## config.mk

```make
export PLATFORM = sky130hd
export DESIGN_NAME = ecc_correct_stage
export DESIGN_NICKNAME = d
export VERILOG_FILES = /design/src/logic/ecc_pkg.sv /design/src/logic/ecc_correct_stage.sv
export VERILOG_INCLUDE_DIRS = /design/src /design/src/logic
export SDC_FILE = /design/constraint.sdc
export NUM_CORES = 1
export LEC_CHECK = 0
export BUFFER_PORTS_ARGS = -buffer_cell sky130_fd_sc_hd__buf_2
export CORE_MARGIN = 10
export CORE_UTILIZATION = 50
export DETAILED_ROUTE_END_ITERATION = 6
export PLACE_DENSITY = 0.79
export RECOVER_POWER = 50
export SLEW_MARGIN = 0
export SYNTH_ARGS = -nofsm -noshare
export SYNTH_HDL_FRONTEND = slang
export SYNTH_SLANG_ARGS = --single-unit
```

## constraint.sdc

```tcl
create_clock -name clk -period 3.89 [get_ports clk]
set_input_delay 0.1945 -clock clk [delete_from_list [all_inputs] [get_ports clk]]
set_output_delay 0.1945 -clock clk [all_outputs]
set_load 0.05 [all_outputs]
```

## src/logic/ecc_config.svh

```systemverilog
`ifndef ECC_CONFIG_SVH
`define ECC_CONFIG_SVH

// Data and check widths
`define ECC_DATA_W      84
`define ECC_CHECK_W     8
`define ECC_HAM_W       7   // Hamming part, also codeword position width

// Input buffer entries and starting upstream credits
`define ECC_IN_DEPTH    4

// Starting credits toward downstream
`define ECC_OUT_CREDITS 4

// Occupancy and credit counters, must hold the depth itself
`define ECC_CNT_W       3

`endif

```

## src/logic/ecc_pkg.sv

```systemverilog
`default_nettype none

`include "ecc_config.svh"

package ecc_pkg;

    typedef logic [`ECC_DATA_W-1:0]  ecc_data_t;
    typedef logic [`ECC_CHECK_W-1:0] ecc_check_t;

    // Request as received from upstream
    typedef struct packed {
        ecc_data_t  data;
        ecc_check_t check;
        logic       bypass;
    } ecc_req_t;

    typedef struct packed {
        ecc_data_t  data;
        ecc_check_t syndrome;
        logic       bypass;
    } ecc_synd_t;

    typedef struct packed {
        ecc_data_t data;
        logic      sbit_err;
        logic      dbit_err;
    } ecc_resp_t;

    // Codeword position of data bit idx, skipping powers of two
    function automatic logic [`ECC_HAM_W-1:0] ecc_position(input int unsigned idx);
        int unsigned n;
        logic [`ECC_HAM_W-1:0] pos;
        n = 0;
        pos = '0;
        for (int p = 3; p < (1 << `ECC_HAM_W); p++) begin
            if ((p & (p - 1)) != 0) begin
                if (n == idx) begin
                    pos = p[`ECC_HAM_W-1:0];
                end
                n++;
            end
        end
        return pos;
    endfunction

    // Check bits of a data word
    // Low bits are the Hamming checks, top bit covers even weight positions
    function automatic ecc_check_t ecc_encode(input ecc_data_t data);
        ecc_check_t chk;
        logic [`ECC_HAM_W-1:0] pos;
        chk = '0;
        for (int i = 0; i < `ECC_DATA_W; i++) begin
            pos = ecc_position(i);
            for (int k = 0; k < `ECC_HAM_W; k++) begin
                chk[k] = chk[k] ^ (data[i] & pos[k]);
            end
            chk[`ECC_CHECK_W-1] = chk[`ECC_CHECK_W-1] ^ (data[i] & ~^pos);
        end
        return chk;
    endfunction

endpackage

`default_nettype wire

```

## src/logic/ecc_correct_stage.sv

```systemverilog
`timescale 1ns/1ps
`default_nettype none

`include "ecc_config.svh"

module ecc_correct_stage
    import ecc_pkg::*;
(
    input  wire       clk,
    input  wire       rst_n,
    input  wire       syn_valid,
    input  ecc_synd_t syn_in,
    output logic      out_valid,
    output ecc_resp_t out_resp
);

    ecc_data_t mask;
    logic      no_err;
    logic      check_err;
    logic      data_err;
    ecc_resp_t resp_next;

    // One compare per data bit against that bit's own syndrome
    for (genvar i = 0; i < `ECC_DATA_W; i++) begin : g_mask
        localparam logic [`ECC_HAM_W-1:0] POS = ecc_position(i);
        assign mask[i] = (syn_in.syndrome == {~^POS, POS});
    end

    assign no_err    = (syn_in.syndrome == '0);
    assign data_err  = |mask;
    // Single bit set means a flipped check bit
    assign check_err = !no_err && ((syn_in.syndrome & (syn_in.syndrome - 1'b1)) == '0);

    always_comb begin
        resp_next.data     = syn_in.data;
        resp_next.sbit_err = 1'b0;
        resp_next.dbit_err = 1'b0;
        if (!syn_in.bypass) begin
            if (data_err) begin
                resp_next.data     = syn_in.data ^ mask;
                resp_next.sbit_err = 1'b1;
            end else if (check_err) begin
                resp_next.sbit_err = 1'b1;  // Data already good
            end else if (!no_err) begin
                resp_next.dbit_err = 1'b1;  // Uncorrectable, data as received
            end
        end
    end

    always_ff @(posedge clk) begin
        if (!rst_n) begin
            out_valid <= 1'b0;
        end else begin
            out_valid <= syn_valid;
        end
    end

    always_ff @(posedge clk) begin
        if (syn_valid) begin
            out_resp <= resp_next;
        end
    end

endmodule

`default_nettype wire

```

==> results.toml <==
[run_status]
status = "complete, but fails checks"
violations = "capacitance limit, slew limit"

[routing]
dr_total_vias = 4138
routed_wl_um = 15300
first_pass_iters = 6
drc = 0
routedWlPerCell_um = 20.1
vias_per_cell = 5.42
drtIter0Drc = 493
ant_nets = 0

[placement]
port_buffers = 182
place_congestion = 0.996
hpwl_um = 11400

[setup_path]
critPathRequiredTime_ns = 3.97
cp-end-kind = "register"
criticalPathCategory = "input port to register"
critical_path.max_fanout = 35
start_kind = "input port"
worstPathArrival_ns = 2.51

[cells_and_area]
multi_input_area_um2 = 2200
syn_to_final_growth_pct = 20.2
fin_nets = 720
seqCellArea_um2 = 2600
drive_gt1_share_pct = 25.6
post-route-util_pct = 61.8
nFillCells = 823

[global_routing]
grt_busiest_layer = "met2"
grt_use_met1_pct = 23.7
grt_pass1_vias = 3962
met2_usage_pct = 34.7
grt_usage_pct = 19.9
grt.overflow.total = 0
antenna_found_initial = 1
grt_pass1_wl_um = 22600
grt_max_degree = 88
grt.met3_usage_pct = 4.23

[clocking]
cts_sinks = 87
clock_path_buffers = 2
numCtsBuffers = 9
tritoncts = "done"
clk_pin_slew_ns = 0.08
cts_root_buf = "clkbuf_8"
cts-hold-fix-buffers = 0
cts_max_level = 3
ctsResizeCount = 0
post_cts_buffers = 0

[timing]
finalSetupViolations = 0
worst_slew_pin_slew_ns = 2.14
fmax_mhz = 411
drv_slew = 88
slew_headroom_pct = -42.9
hold_slack_ns = 0.0372
setup_tns_ns = 0
fin_crit_ns = 2.43
hold_violations = 0
min_period_over_period_pct = 62.5
grt_setup_unrepaired = "false"

[power]
internal_power_mw = 1.55
p_comb_share_pct = 25.2
swShare_pct = 33.8
power_frac_clock_pct = 26.3
seqPwrFrac_pct = 48.5
leakagePower_nw = 2.14
ir_drop_mv = 0.181
switchingPower_mw = 0.789
power.density_nw_per_um2 = 387

[logic_synthesis]
synth_commonest_cells = "88 x nand2_1, 87 x xnor2_1, 86 x edfxtp_1"
synth_area_um2 = 5020
yosysMostFrequentCell = "nand2_1"
avgSynthCellArea_um2 = 10.9
synth_edf_count = 86
yosys.area.top_type = "edfxtp_1"
syn_nets = 558
async_flop_share_pct = 0
ys_ff_latch = 87
ys_types = 60
netlist_instances = 462
ys.flop_type = "edfxtp_1"
yosys_warnings = 0
synthTopCellsByArea = "edfxtp_1 51%, xnor2_1 15%, nand2_1 6.6%"
netlist.area_leader.share_pct = 51.4
yosysSeqAreaShare_pct = 51.8

[floorplan]
rows = 36
dieArea_um2 = 14500
start_util_pct = 51.4
dieWidth_um = 120
die-height_um = 120
io_pins = 183
design.core.area_um2 = 9770

[hold_path]
worstHoldPathType = "input port to register"

[job]
max-cap-violations = 1
-- stage by stage --
step                cell area (um2)  std cells  worst slack (ns)  total power, mW
floorplan                      5020        462              1.97             1.57
global placement               5900        746              1.21             1.74
detailed placement             5900        746              1.15             1.75
CTS                            6090        762              1.52             2.35
global route                   6040        763              1.30             2.41
finish                         6040        763              1.46             2.34
-- flip-flops by register name, summed over array words and instances (netlist names) --
name       count
out_valid      1
out_resp      86
-- worst max-delay path: stages --
cell and delay [ns]:
buf_2 0.49, nand2b_1 0.47, nor2_1 0.59, a311oi_1 0.18, a211oi_1 0.29, a211oi_1 0.08, nand4_1 0.15, a311oi_2 0.06
-- power groups by stage --
stage / registers, mW / clock network (mW) / logic, mW
floorplan: 1.42 / 0 / 0.155
global route: 1.14 / 0.661 / 0.614
CTS: 1.13 / 0.619 / 0.598
detailed placement: 1.15 / 0 / 0.596
finish: 1.13 / 0.614 / 0.587
global placement: 1.15 / 0 / 0.590
-- cell families after synthesis --
group / Yosys count / share of synthesized area (%)
AO/OA/AOI/OAI: 52 / 7.55
AND/OR/NAND/NOR: 190 / 18.9
XOR/XNOR: 97 / 17.2
buffers and inverters: 35 / 4.36
flip-flops: 87 / 51.8
multiplexers: 1 / 0.199
-- layer usage --
layer / part of all wire (%) / vias to the layer above / wire length (um)
li1: - / 1962 / -
met1: 39 / 1942 / 5950
met2: 51 / 210 / 7850
met3: 7.8 / 24 / 1190
met4: 2.0 / 0 / 310
met5: 0 / - / 0
-- path summary, 6_finish.rpt --
check | from | to | slack [ns] | cells past startpoint
worst max-delay path | syn_in[1] | out_resp[0] | 1.46 | 8
worst min-delay path | rst_n | out_valid | 0.04 | 2
-- cells in the final DEF, fill, tap and decap left out, types with 5 or more instances in the layout --
cell type  netlist  final
clkbuf_1         6     43
nor3_1          14     14
nand2_1         88     88
nand2b_1        11     11
o22ai_1          5      5
edfxtp_1        86     86
xnor2_1         87     87
nand4_1          5      5
buf_2           10    138
nor4_1           8      8
nor2_1          23     23
a21oi_1         11     11
or3_1            6      6
clkbuf_8         0      9
nor2b_1          6      6
nand3_1          8      8
xor2_1           9      9
-- final cells by class --
| class | count | share of cell area, % |
|---|---|---|
| Inverter | 3 | 0.187 |
| Clock inverter | 7 | 1.06 |
| Tap cell | 133 | 2.76 |
| Clock buffer | 9 | 2.05 |
| Antenna cell | 1 | 0.0415 |
| Multi-Input combinational cell | 340 | 36.5 |
| Timing Repair Buffer | 183 | 14.3 |
| Sequential cell | 87 | 43.1 |
No activity file was read; power rests on OpenSTA's default activity.
