===== src/logic/ecc_config.svh =====
`ifndef ECC_CONFIG_SVH
`define ECC_CONFIG_SVH

// Data and check widths
`define ECC_DATA_W      84
`define ECC_CHECK_W     8
`define ECC_HAM_W       7   // Hamming part, also codeword position width

// Input buffer entries and starting upstream credits
`define ECC_IN_DEPTH    4

// Starting credits toward downstream
`define ECC_OUT_CREDITS 4

// Occupancy and credit counters, must hold the depth itself
`define ECC_CNT_W       3

`endif


===== src/logic/ecc_pkg.sv =====
`default_nettype none

`include "ecc_config.svh"

package ecc_pkg;

    typedef logic [`ECC_DATA_W-1:0]  ecc_data_t;
    typedef logic [`ECC_CHECK_W-1:0] ecc_check_t;

    // Request as received from upstream
    typedef struct packed {
        ecc_data_t  data;
        ecc_check_t check;
        logic       bypass;
    } ecc_req_t;

    typedef struct packed {
        ecc_data_t  data;
        ecc_check_t syndrome;
        logic       bypass;
    } ecc_synd_t;

    typedef struct packed {
        ecc_data_t data;
        logic      sbit_err;
        logic      dbit_err;
    } ecc_resp_t;

    // Codeword position of data bit idx, skipping powers of two
    function automatic logic [`ECC_HAM_W-1:0] ecc_position(input int unsigned idx);
        int unsigned n;
        logic [`ECC_HAM_W-1:0] pos;
        n = 0;
        pos = '0;
        for (int p = 3; p < (1 << `ECC_HAM_W); p++) begin
            if ((p & (p - 1)) != 0) begin
                if (n == idx) begin
                    pos = p[`ECC_HAM_W-1:0];
                end
                n++;
            end
        end
        return pos;
    endfunction

    // Check bits of a data word
    // Low bits are the Hamming checks, top bit covers even weight positions
    function automatic ecc_check_t ecc_encode(input ecc_data_t data);
        ecc_check_t chk;
        logic [`ECC_HAM_W-1:0] pos;
        chk = '0;
        for (int i = 0; i < `ECC_DATA_W; i++) begin
            pos = ecc_position(i);
            for (int k = 0; k < `ECC_HAM_W; k++) begin
                chk[k] = chk[k] ^ (data[i] & pos[k]);
            end
            chk[`ECC_CHECK_W-1] = chk[`ECC_CHECK_W-1] ^ (data[i] & ~^pos);
        end
        return chk;
    endfunction

endpackage

`default_nettype wire


===== src/logic/ecc_issue_stage.sv =====
`timescale 1ns/1ps
`default_nettype none

`include "ecc_config.svh"

module ecc_issue_stage
    import ecc_pkg::*;
(
    input  wire      clk,
    input  wire      rst_n,
    input  wire      in_valid,
    input  ecc_req_t in_req,
    output logic     in_credit,
    input  wire      out_credit,
    output logic     iss_valid,
    output ecc_req_t iss_req
);

    localparam int PTR_W = (`ECC_IN_DEPTH > 1) ? $clog2(`ECC_IN_DEPTH) : 1;
    localparam int CNT_W = `ECC_CNT_W;
    localparam logic [PTR_W-1:0] LAST_PTR = PTR_W'(`ECC_IN_DEPTH - 1);
    localparam logic [CNT_W-1:0] OUT_CREDITS = CNT_W'(`ECC_OUT_CREDITS);

    ecc_req_t         req_mem [`ECC_IN_DEPTH];
    logic [PTR_W-1:0] wr_ptr;
    logic [PTR_W-1:0] rd_ptr;
    logic [CNT_W-1:0] fill_cnt;
    logic [CNT_W-1:0] out_cred_cnt;
    logic             pop;

    // Oldest entry leaves only with a downstream credit in hand
    assign pop = (fill_cnt != '0) && (out_cred_cnt != '0);

    assign iss_valid = pop;
    assign iss_req   = req_mem[rd_ptr];
    assign in_credit = pop;     // Freed slot goes back upstream

    always_ff @(posedge clk) begin
        if (in_valid) begin
            req_mem[wr_ptr] <= in_req;
        end
    end

    always_ff @(posedge clk) begin
        if (!rst_n) begin
            wr_ptr <= '0;
            rd_ptr <= '0;
        end else begin
            if (in_valid) begin
                wr_ptr <= (wr_ptr == LAST_PTR) ? '0 : wr_ptr + 1'b1;
            end
            if (pop) begin
                rd_ptr <= (rd_ptr == LAST_PTR) ? '0 : rd_ptr + 1'b1;
            end
        end
    end

    // Occupancy
    always_ff @(posedge clk) begin
        if (!rst_n) begin
            fill_cnt <= '0;
        end else begin
            case ({in_valid, pop})
                2'b10: begin
                    fill_cnt <= fill_cnt + 1'b1;
                end
                2'b01: begin
                    fill_cnt <= fill_cnt - 1'b1;
                end
                default: begin
                    fill_cnt <= fill_cnt;   // Both or neither
                end
            endcase
        end
    end

    // Downstream credits, reserved at pop time
    always_ff @(posedge clk) begin
        if (!rst_n) begin
            out_cred_cnt <= OUT_CREDITS;
        end else begin
            case ({out_credit, pop})
                2'b10: begin
                    out_cred_cnt <= out_cred_cnt + 1'b1;
                end
                2'b01: begin
                    out_cred_cnt <= out_cred_cnt - 1'b1;
                end
                default: begin
                    out_cred_cnt <= out_cred_cnt;
                end
            endcase
        end
    end

endmodule

`default_nettype wire


===== config.mk =====
export PLATFORM = sky130hd
export DESIGN_NAME = ecc_issue_stage
export DESIGN_NICKNAME = d
export VERILOG_FILES = /design/src/logic/ecc_pkg.sv /design/src/logic/ecc_issue_stage.sv
export VERILOG_INCLUDE_DIRS = /design/src /design/src/logic
export SDC_FILE = /design/constraint.sdc
export NUM_CORES = 1
export LEC_CHECK = 0
export ABC_AREA = 1
export BUFFER_PORTS_ARGS = -buffer_cell sky130_fd_sc_hd__buf_4
export CAP_MARGIN = 10
export CORE_ASPECT_RATIO = 0.7
export CORE_MARGIN = 2
export CORE_UTILIZATION = 40
export CTS_BUF_LIST = sky130_fd_sc_hd__clkbuf_8
export DETAILED_ROUTE_END_ITERATION = 8
export PLACE_DENSITY = 0.69
export SYNTH_ARGS = -nofsm -noshare
export SYNTH_HDL_FRONTEND = slang
export SYNTH_SLANG_ARGS = --single-unit

===== constraint.sdc =====
create_clock -name clk -period 4.8 [get_ports clk]
set_input_delay 0.24 -clock clk [delete_from_list [all_inputs] [get_ports clk]]
set_output_delay 0.24 -clock clk [all_outputs]
set_load 0.02 [all_outputs]

==> impl_summary.md <==
Yosys
The post-synthesis cell area is 14380 um^2. The post-synthesis share of cell area spent on xor and xnor gates is 0%. The number of nets in the synthesized netlist is around 1100. The number of different library cells in the post-synthesis netlist is 21.

After synthesis, flip-flops and latches occupy 79.33% of the total area. The fraction of the mapped netlist area in compound gates is 11.04%. The Yosys warning count is 0. After synthesis the netlist holds a flip-flop and latch count of 384. The dominant combinational cell family by area after synthesis is compound AO/OA/AOI/OAI gates.

Each instance of the synthesized netlist takes up on average 14.59 um^2. The area share of and/or/nand/nor cells after synthesis is 5.672%. The portion of synthesized area spent on multiplexers is 0%. Summing the areas of all fa, ha and maj instances in the mapped netlist gives 0.8873% of the synthesized area.

The number of instances in the synthesized netlist is around 990.

Worst setup path
The critical setup path kind is flip-flop to output pin. At the worst endpoint, the required time is 4560 ps. The cell with the largest stage delay on the worst path is sky130_fd_sc_hd__dfxtp_4. Data arrives at the worst endpoint at around 3400 ps. In this run the worst path has a maximum fanout of 74. The critical path ends at iss_req[10]. The cell with the most instances on the worst path is sky130_fd_sc_hd__buf_4. Walking the worst path, the cells encountered are buf_4, buf_4, o21ai_0, o22ai_1, buf_4. STA classifies the critical path startpoint as a flip-flop. For this run, the slowest stage of the critical path takes 680 ps. The worst register-to-register path has a depth of 4.

The startpoint identified for the worst register-to-register timing path is wr_ptr[0]$_SDFFE_PN0P_. STA classifies the critical path endpoint as an output pin. Setup slack on the worst reg-to-reg path comes out at 2490 ps. The endpoint identified for the worst register-to-register timing path is req_mem[3][64]$_DFFE_PP_.

Detailed routing
The detailed router placed between 9000 and 10000 vias in this run. The detailed-route wire length is 33210 um. In the routed layout, each cell is associated on average with a via count of 5.038.

The count of nets left with antenna violations once routing finished came out at 0. For this block, the initial DRC count from the detailed router was roughly 700. The detailed-route wire length per cell is 18.38 um. The post-route DRC violation count is 0. For this run, the detailed router's first-pass iteration total came to 5.

Floorplanning
The initialized floorplan defines 58 standard-cell rows. The core region area is approximately 36000 um^2. Once the floorplan was initialized, standard cells occupied approximately two fifths of the core.

In this run the vertical extent of the chip is 162.7 um. The die covers 37520 um^2. The floorplan step set the die width to roughly 230 um. approximately 190 I/O pins were placed.

Cells and area
The register area is between 10000 and 15000 um^2. After filler insertion, the fill cell instance count of the layout stands at 2987. Summing all multi-input logic gate instances after layout gives 2531 um^2. The net count of the finished layout is 1387. The area growth from synthesis to layout is 26.72%. The share of post-route cells with drive strength above 1 is 21.36%.

Clock network
The number of buffers between clock root and the deepest sink is 3. The number of hold buffers added after CTS was 95. The deepest level of the CTS H-tree is 2. The sink count of the clock tree is 384.

The TritonCTS buffer count is 57. The number of instances resized during post-cts repair is 0. The clock tree from TritonCTS is yes. Once the clock tree was built, the setup fixing pass inserted 0 buffers. The clock-pin slew of the registers on the worst-case setup and hold paths is about 60 ps. The clock tree root driver cell is sky130_fd_sc_hd__clkbuf_8.

The clock network latency to the later pin of the worst-skew pair is 610 ps.

Power
Summed over all nets, the switching power comes to 3.867 mW. The total power density per cell area is 573.4 nW/um^2. Per report_power, the clock group accounts for between 20% and 30% of the total. In this run, flip-flops and latches consume 38.1% of the power. The combinational share of power is a little under two fifths. The worst vdd rail ir drop is around 320 uV.

The static leakage is 6.517 nW. The internal portion of total power is 6.584 mW. Net switching is 37.00% of the power.

STA
The hold violation count in the final report was 0. After routing, the total negative slack on setup checks comes to 0 ps. Subtracting the final worst setup slack from the clock period gives 3621 ps.

Hold timing on the final database bottoms out at a slack of around 170 ps. Setup violations remaining at the end of the flow were counted as 0. On the final layout, the worst clock skew is 17.78 ps.

The worst slew margin relative to its limit is about 28%. The worst path uses 75.44% of the clock period. Derived from the worst setup path, the maximum achievable clock frequency is between 0.2 and 0.3 GHz. Setup repair after global routing left no endpoint under its margin. The worst-margin pin slew is 1074 ps. The number of max-slew violations in the final report was 0.

Placement
Routability-driven placement finished with a final weighted congestion of 0.7435. The wire-length estimate of the detail-placed layout is 17870 um. The number of buffer cells added on primary ports is 191.

Job
The tool flagged a number of max-cap violations equal to 0.

GRT
Entering global routing, the biggest net connects approximately 130 pins. The via count of the first global-routing pass is 9389. The total routing usage reported by global routing is between 10% and 20%. Global routing finished with a remaining overflow of 0. The number of antenna violations at the first check in global routing is 3. The first global-routing pass estimated between 50000 and 60000 um of wire.

Status
The flow ran to the end, and the final reports show no timing, DRC or antenna violations.

Hold path
The worst hold path belongs to the class primary input to flip-flop.
-- layout by cell type, fill, tap and decap left out --
cell type                       synthesis  layout
sky130_fd_sc_hd__o22ai_1               93      93
sky130_fd_sc_hd__a21oi_1                7       7
sky130_fd_sc_hd__inv_2                  0       1
sky130_fd_sc_hd__clkinv_2               0       6
sky130_fd_sc_hd__nor2_1               189     189
sky130_fd_sc_hd__nand3_1                7       7
sky130_fd_sc_hd__fa_1                   2       2
sky130_fd_sc_hd__o21ai_0              142     142
sky130_fd_sc_hd__dfxtp_1               12      10
sky130_fd_sc_hd__inv_6                  0       1
sky130_fd_sc_hd__clkinvlp_4             0       2
sky130_fd_sc_hd__edfxtp_1             372     372
sky130_fd_sc_hd__dlygate4sd3_1          0      95
sky130_fd_sc_hd__clkinv_1               0      12
sky130_fd_sc_hd__inv_1                 24      39
sky130_fd_sc_hd__clkinv_4               0       1
sky130_fd_sc_hd__dfxtp_4                0       2
sky130_fd_sc_hd__o21ai_1               50      50
sky130_fd_sc_hd__or2_2                  1       1
sky130_fd_sc_hd__buf_12                 0       1
sky130_fd_sc_hd__o211a_1                1       1
sky130_fd_sc_hd__bufinv_16              0       3
sky130_fd_sc_hd__buf_4                 11     202
sky130_fd_sc_hd__diode_2                0       2
sky130_fd_sc_hd__nand4_1                2       2
sky130_fd_sc_hd__nand2_1               14      14
sky130_fd_sc_hd__clkbuf_8               0      59
sky130_fd_sc_hd__inv_4                  1       4
sky130_fd_sc_hd__ha_1                   7       7
-- worst min-delay path by stage --
stage / startpoint / end / slack, ps / cells past startpoint
4_1_cts: out_credit / out_cred_cnt[1]$_SDFFE_PN0P_ / 120 / 5
5_1_grt: out_credit / out_cred_cnt[1]$_SDFFE_PN0P_ / 190 / 5
3_3_place_gp: fill_cnt[0]$_SDFFE_PN0P_ / fill_cnt[0]$_SDFFE_PN0P_ / 440 / 1
2_1_floorplan: in_req[0] / req_mem[0][0]$_DFFE_PP_ / 340 / 0
6_report: out_credit / out_cred_cnt[1]$_SDFFE_PN0P_ / 170 / 5
3_5_place_dp: fill_cnt[0]$_SDFFE_PN0P_ / fill_cnt[0]$_SDFFE_PN0P_ / 440 / 1
-- critical path: cells and delay by family, from the launching register on --
family,cells,cell delay (ps)
AOI/OAI and AO/OA,2,510
DFF,1,680
buffers and inverters,3,1470
-- layer usage --
| metal | global-route usage, % | wire length (um) | up-vias |
|---|---|---|---|
| met4 | 4.692 | 461 | 0 |
| met5 | 0 | 0 | - |
| met3 | 5.357 | 2658 | 43 |
| met1 | 23.50 | 14650 | 4436 |
| li1 | - | - | 4301 |
| met2 | 28.97 | 15450 | 324 |
-- power groups by stage --
| stage | Combinational (mW) | Clock [mW] | Sequential (mW) |
|---|---|---|---|
| global route | 4.31 | 2.73 | 4.00 |
| detailed placement | 3.90 | 0 | 4.05 |
| finish | 3.95 | 2.52 | 3.98 |
| floorplan | 2.44 | 0 | 3.99 |
| global placement | 3.85 | 0 | 4.05 |
| CTS | 3.98 | 2.59 | 3.98 |
-- logic make-up after synthesis --
family	Yosys count
compound gates	293
fa+ha+maj	9
buf+inv	87
flops	384
simple gates	213
-- state kept, by name, summed over array words and instances (netlist names), named ones only --
name and count:
req_mem 372, rd_ptr 2, out_cred_cnt 3, wr_ptr 2, fill_cnt 3
-- stage by stage --
stage / util [%] / instances / worst slack [ps] / power, mW / area (um^2)
2_1_floorplan: - / 986 / 1968 / 6.435 / 14380
3_3_place_gp: 45.36 / 1607 / 1958 / 7.893 / 16200
3_5_place_dp: 45.36 / 1607 / 1819 / 7.945 / 16200
4_1_cts: 51.04 / 1805 / 1148 / 10.56 / 18220
5_1_grt: 51.05 / 1807 / 855.1 / 11.04 / 18230
6_report: 51.05 / 1807 / 1179 / 10.45 / 18230
-- synthesized netlist by cell type, drive strengths merged --
| master | number | share of area (%) |
|---|---|---|
| fa | 2 | 0.28 |
| nor2 | 189 | 4.9 |
| inv | 25 | 0.67 |
| clkbuf | 36 | 0.96 |
| buf | 26 | 1.4 |
| dfxtp | 12 | 1.7 |
| nand2 | 14 | 0.37 |
| o21ai | 192 | 6.7 |
| o22ai | 93 | 4.0 |
| edfxtp | 372 | 78 |
| o211a | 1 | 0.070 |
| nand4 | 2 | 0.087 |
| nand3 | 7 | 0.24 |
| a21oi | 7 | 0.24 |
| or2 | 1 | 0.044 |
| ha | 7 | 0.61 |
-- final cells by class --
| class | instances | area share [%] |
|---|---|---|
| Multi-Input combinational cell | 515 | 13.89 |
| Clock buffer | 59 | 4.455 |
| Sequential cell | 384 | 62.64 |
| Tap cell | 480 | 3.295 |
| Timing Repair Buffer | 298 | 13.65 |
| Clock inverter | 44 | 1.448 |
| Inverter | 25 | 0.5972 |
| Antenna cell | 2 | 0.02746 |
Note: power is estimated with default switching activity, not from simulation.
